===== src/hdl/rsa_pkg.sv =====
// shared width constant and types for the rsa exponentiation core
// imported by every rtl module and by the testbench
`default_nettype none

package rsa_pkg;

    // operand width in bits
    localparam int RSA_W = 256;

    typedef logic [RSA_W-1:0] rsa_word_t;

    // partial sum plus n, two guard bits
    typedef logic [RSA_W+1:0] rsa_acc_t;

    // counts 0 to RSA_W inclusive
    typedef logic [8:0] bit_idx_t;

    // one exponentiation request
    typedef struct packed {
        rsa_word_t n;
        rsa_word_t d;
        rsa_word_t a;
    } rsa_req_t;

    // operands of one montgomery product
    typedef struct packed {
        rsa_word_t n;
        rsa_word_t a;
        rsa_word_t b;
    } mont_op_t;

endpackage

`default_nettype wire

===== src/hdl/rsa_mont.sv =====
// bit-serial montgomery product, o_res = a * b * 2^-RSA_W mod n
// pulse i_start with i_op valid, o_done pulses RSA_W+2 cycles later
`timescale 1ns/1ns
`default_nettype none

module rsa_mont
    import rsa_pkg::*;
(
    input  logic      i_clk,
    input  logic      i_rst,
    input  logic      i_start,
    input  mont_op_t  i_op,
    output rsa_word_t o_res,
    output logic      o_done
);

    typedef enum logic [1:0] {S_IDLE, S_RUN, S_RED} state_t;

    localparam int IDX_W = $clog2(RSA_W);

    state_t   state_r;
    bit_idx_t cnt_r;
    mont_op_t op_r;
    rsa_acc_t acc_r;
    rsa_acc_t acc_sum;
    rsa_acc_t acc_odd;
    rsa_acc_t acc_step;
    rsa_acc_t acc_red;

    // add b on a set multiplier bit, make the sum even with n, halve
    always_comb begin
        acc_sum = acc_r;
        if (op_r.a[cnt_r[IDX_W-1:0]]) begin
            acc_sum = acc_r + rsa_acc_t'(op_r.b);
        end
        acc_odd = acc_sum;
        if (acc_sum[0]) begin
            acc_odd = acc_sum + rsa_acc_t'(op_r.n);
        end
        acc_step = acc_odd >> 1;
    end

    // acc is below 2n here, one subtraction is enough
    always_comb begin
        acc_red = acc_r;
        if (acc_r >= rsa_acc_t'(op_r.n)) begin
            acc_red = acc_r - rsa_acc_t'(op_r.n);
        end
    end

    always_ff @(posedge i_clk or negedge i_rst) begin
        if (!i_rst) begin
            state_r <= S_IDLE;
            cnt_r   <= '0;
            o_done  <= 1'b0;
        end else begin
            o_done <= 1'b0;
            case (state_r)
                S_IDLE: begin
                    if (i_start) begin
                        state_r <= S_RUN;
                        cnt_r   <= '0;
                    end
                end
                S_RUN: begin
                    cnt_r <= cnt_r + 1'b1;
                    if (cnt_r == bit_idx_t'(RSA_W - 1)) begin
                        state_r <= S_RED;
                    end
                end
                S_RED: begin
                    state_r <= S_IDLE;
                    o_done  <= 1'b1;
                end
                default: state_r <= S_IDLE;
            endcase
        end
    end

    always_ff @(posedge i_clk) begin
        if (state_r == S_IDLE && i_start) begin
            op_r  <= i_op;
            acc_r <= '0;
        end else if (state_r == S_RUN) begin
            acc_r <= acc_step;
        end
        if (state_r == S_RED) begin
            o_res <= acc_red[RSA_W-1:0];
        end
    end

endmodule

`default_nettype wire


===== config.mk =====
export PLATFORM = sky130hd
export DESIGN_NAME = rsa_mont
export DESIGN_NICKNAME = d
export VERILOG_FILES = /design/src/hdl/rsa_pkg.sv /design/src/hdl/rsa_mont.sv
export SDC_FILE = /design/constraint.sdc
export NUM_CORES = 2
export LEC_CHECK = 0
export BUFFER_PORTS_ARGS = -buffer_cell sky130_fd_sc_hd__buf_2
export CAP_MARGIN = 20
export CORE_ASPECT_RATIO = 1.75
export CORE_MARGIN = 5
export CORE_UTILIZATION = 55
export DETAILED_ROUTE_END_ITERATION = 6
export GPL_TIMING_DRIVEN = 0
export HOLD_SLACK_MARGIN = 0.03
export PLACE_DENSITY = 0.72
export RECOVER_POWER = 25
export SLEW_MARGIN = 5
export SYNTH_ARGS = -nofsm -noshare
export SYNTH_HDL_FRONTEND = slang
export SYNTH_SLANG_ARGS = --single-unit

===== constraint.sdc =====
create_clock -name i_clk -period 19.8 [get_ports i_clk]
set_clock_uncertainty 0.1 [all_clocks]
set_input_delay 0.99 -clock i_clk [delete_from_list [all_inputs] [get_ports i_clk]]
set_output_delay 0.99 -clock i_clk [all_outputs]
set_load 0.02 [all_outputs]

==> flow_summary.toml, run 1 <==
[synthesis]
synth.avg_cell_area_sq_um = 8.33
synth-edff-count = 1024
yosys.area_share.simple_pct = 15.9
synth_fa_ha_area_share_pct = 9.47
synth_xor_area_share_pct = 6.41
synth_ff_type = "edfxtp_1"
yosys_warnings = 0
syn_nets = 13816
synth_cell_types = 99
synth.yosys.seq_area_share_pct = 35.4
synth_compound_area_share_pct = 25.5
synth_top_family_by_area = "compound AO/OA/AOI/OAI gates"
ys_seq_elements = 1293
synthCells = 12273
synth.area.mux_share_pct = 2.35
ys_async_sr_fraction_pct = 0.928
synth_area_sq_mm = 0.102

[run_status]
lastStage = "global routing (5_1_grt)"
outcome = "did not finish"
error = "[ERROR GRT-0116] Global routing finished with congestion. Check the congestion regions in the DRC Viewer."

[grt]
grt_pass1_wl_microns = 862000
grt_pass1_vias = 116389
grt_util_all_layers_pct = 61.5
grt.overflow.total = 2
grt_max_degree = 155

[die]
initial_core_util_pct = 55.2
die_w_microns = 336
rows = 209
io-pin-count = 1028
fp.dieH_microns = 580

[placed_design]
pre_cts_ws_ns = 7.30
place.port_buffers = 1027
dp.cells = 15791
place.gp.congestion = 1.22
place_area_sq_mm = 0.112
dp_hpwl_microns = 454000

[clock_network]
cts_max_level = 4
root_buffer = "clkbuf_16"
numCtsBuffers = 138
cts_max_path_buffers = 4
cts.sinks = 1293
cts_resized = 0
## metrics by stage
step,utilization (%),hold slack [ns]
3_3_place_gp,59.7,0.392
4_1_cts,62.8,0.145
3_5_place_dp,60.2,0.399
2_1_floorplan,-,0.368
## kinds of logic after synthesis
kind of cell / Yosys count
buffers and inverters: 1315
AO/OA/AOI/OAI: 4356
multiplexers: 180
XOR/XNOR: 748
adder cells (fa/ha/maj): 772
flip-flops: 1293
AND/OR/NAND/NOR: 3609
## cells in the mapped netlist (63+ instances only)
cell	count	area share, %
xor2_1	240	2.1
o21bai_1	301	2.2
mux2i_1	78	0.76
a21oi_1	1813	8.9
o31ai_1	69	0.51
clkbuf_1	649	2.4
a21o_1	443	3.3
ha_1	769	9.4
nand2_1	1205	4.4
nand4_1	478	2.9
a21boi_0	66	0.48
nor2_1	1225	4.5
edfxtp_1	1024	30
inv_1	596	2.2
nand2b_1	66	0.40
nor3_1	176	0.86
a31oi_1	63	0.39
nand3_1	111	0.54
o21a_1	116	0.85
o21ai_0	1026	5.0
dfxtp_1	257	5.0
xnor2_1	508	4.4
## metal layers
metal	GRT usage (%)	GRT overflow
met1	57.0	0
met2	87.6	2
met3	33.1	0
met4	72.9	0
met5	4.96	0
## what timing repair did
action / in CTS
hold endpoints to repair: 12
buffers inserted: 0
hold buffers: 1
==> inputs of run 2 (changes only) <==
- CORE_ASPECT_RATIO: 1.75 -> not set
- CORE_UTILIZATION: 55 -> 40
- HOLD_SLACK_MARGIN: 0.03 -> not set
- PLACE_DENSITY: 0.72 -> not set
- PLACE_DENSITY_LB_ADDON: not set -> 0.15
==> run 2 against run 1 <==
The flow now finishes without violations. Synthesized area stayed put. Synthesized cell count stayed put.
==> flow_summary.toml, run 2 <==
[critical_path]
r2r_start = "cnt_r[0]"
setup.worst_path.end = "acc_r[209]"
startpoint_type = "flip-flop"
required_ns = 20.44
cp_common_cell = "buf_6"
reg2reg_slack_ns = 6.89
reg2reg_depth = 36
cp-startpoint = "cnt_r[0]"
crit_type = "flip-flop to flip-flop"
slowest_delay_ns = 1.01
cp-end-kind = "flip-flop"
cp_max_fo = 16
crit_slowest_cell = "clkbuf_1"
arrival_ns = 13.54
r2r_end = "acc_r[209]"

[layout]
area_growth_pct = 15.6
layout-drive-gt1-share_pct = 11.7
final_cell_mix = "a21oi_1, nor2_1, nand2_1, o21ai_0, edfxtp_1"
largest_reg_flops = 768
layout.cells.non_filler = 17075
layout_commonest_cell = "a21oi_1"
nNetsFinal = 15089
final_util_pct = 46.5
reg.largest.list = "op_r: 768 flops, acc_r: 257 flops, o_res: 256 flops"
regMostFlops = "op_r"

[clock_network]
clkTransAtPathRegs_ns = 0.07
cts_resized = 0
postCtsSetupRepairBufs = 0
holdBufCountCts = 1
cts_max_path_buffers = 4
cts.sinks = 1293
clock_latency_ns = 0.93
numCtsBuffers = 156
root_buffer = "clkbuf_16"
cts_tree = "built"
cts_max_level = 4

[synthesis]
synth_commonest_cells = "a21oi_1, nor2_1, nand2_1"
yosys.cell_count.top_type = "a21oi_1"
synth_xor_area_share_pct = 6.41
synth_top_family_by_area = "compound AO/OA/AOI/OAI gates"
synth_ff_type = "edfxtp_1"
ys_seq_elements = 1293
synth_fa_ha_area_share_pct = 9.47
synth.area.mux_share_pct = 2.35
yosys.area_share.simple_pct = 15.9
synth-edff-count = 1024
synth_area_sq_mm = 0.102
syn_nets = 13816
synth_compound_area_share_pct = 25.5
ys_async_sr_fraction_pct = 0.928
synth_cell_types = 99
synthCells = 12273
synth.avg_cell_area_sq_um = 8.33
yosysTopAreaCellShare_pct = 30.1
synth.yosys.seq_area_share_pct = 35.4
yosysTopAreaCell = "edfxtp_1"
yosys_warnings = 0
netlist_top_cells_area = "edfxtp_1, ha_1, a21oi_1, dfxtp_1, o21ai_0"

[grt]
grt_util_all_layers_pct = 39.4
grt_max_degree = 138
grt_pass1_wl_microns = 753000
antenna_found_initial = 45
grt.overflow.total = 0
grt_pass1_vias = 99672

[sta]
finalHoldViolations = 0
fin_crit_ns = 12.91
drv_slew = 0
rsz0062_at_grt = "false"
finalWorstSetupSlack_ns = 6.89
max_slew_margin_pct = 2.04
max_slew.worst_pin.slew_ns = 1.47
fin_crit_sh_pct = 65.2
hold_slack_ns = 0.131
max_freq_ghz = 0.0775
finalSetupViolCount = 0

[placed_design]
place.gp.congestion = 1.03
dp_hpwl_microns = 460000
pre_cts_ws_ns = 7.35
place.port_buffers = 1027
dp.cells = 16747

[die]
dieArea_sq_mm = 0.266
core_area_sq_mm = 0.254
initial_core_util_pct = 40.2
rows = 185
io-pin-count = 1028
die_w_microns = 516
fp.dieH_microns = 516

[power]
peakVddDrop_mv = 0.0766
p_leak_nw = 46.7
power_density_mw_per_mm2 = 50.4

[routing]
ant_nets = 0
firstDrtPassIters = 7
viasPerCell = 6.27
post_drt_wl_per_cell_microns = 32.3
finalWirelength_microns = 552000
num_vias = 107009
drc = 0
drt_iter0_markers = 13743

[run_status]
outcome = "completed"

[flow_run]
max-cap-violations = 0

[min_path]
hold_class = "input pin to flip-flop"
[run 2: critical path, delay by kind of cell (launching register included)]
kind                       cells  cell delay (ns)
AOI/OAI and AO/OA             16             6.58
and+or+nand+nor                9             1.83
adders and majority gates      1             0.14
muxes                          1             0.21
xor gates and xnor gates       1             0.17
DFF                            1             0.38
buffers and inverters          8             3.28
[run 2: where the power goes]
group / internal [mW] / leakage, nW / total, mW / switching, mW
clock: 1.68 / 2.49 / 2.95 / 1.27
combinational: 0.0514 / 32.7 / 0.0932 / 0.0418
sequential: 2.92 / 11.5 / 2.92 / 0
total: 4.64 / 46.7 / 5.96 / 1.32
[run 2: layout make-up]
cell class | count | area, sq um
diodes | 40 | 100
clock inverters | 88 | 953
inverters | 597 | 2250
fillers | 25045 | 136000
flip-flops and latches | 1293 | 36200
repair buffers | 1115 | 6330
multi-input cells | 9665 | 61100
clock buffers | 193 | 4180
plain buffers | 718 | 2900
well taps | 3366 | 4210
[run 2: worst min-delay path by stage]
stage,start,endpoint,depth (start not counted)
global route,i_op[14],op_r[14],1
CTS,i_op[329],op_r[329],1
detailed placement,cnt_r[8],cnt_r[8],2
floorplan,acc_r[28],acc_r[28],2
finish,i_op[444],op_r[444],1
global placement,cnt_r[8],cnt_r[8],2
[run 2: stage by stage]
| step | setup TNS [ns] | power [mW] | area (sq um) |
|---|---|---|---|
| 2_1_floorplan | 0 | 2.97 | 102000 |
| 3_3_place_gp | -3789.38 | 3.07 | 112000 |
| 3_5_place_dp | 0 | 3.07 | 113000 |
| 4_1_cts | 0 | 5.99 | 118000 |
| 5_1_grt | 0 | 6.10 | 118000 |
| 6_report | 0 | 5.96 | 118000 |
[run 2: cells by family after synthesis]
group | Yosys count
compound gates | 4356
xor+xnor | 748
fa+ha+maj | 772
buf+inv | 1315
flops | 1293
mux | 180
simple gates | 3609
[run 2: per-layer routing]
layer	vias to the layer above	global-route usage, %	routed length (microns)	share of wire [%]
li1	47566	-	-	-
met2	6275	59.9	235000	43
met4	32	20.5	34900	6.3
met3	1163	8.18	55200	10
met1	51973	53.0	226000	41
met5	-	0	218	0.040
Note: power is estimated with default switching activity, not from simulation.
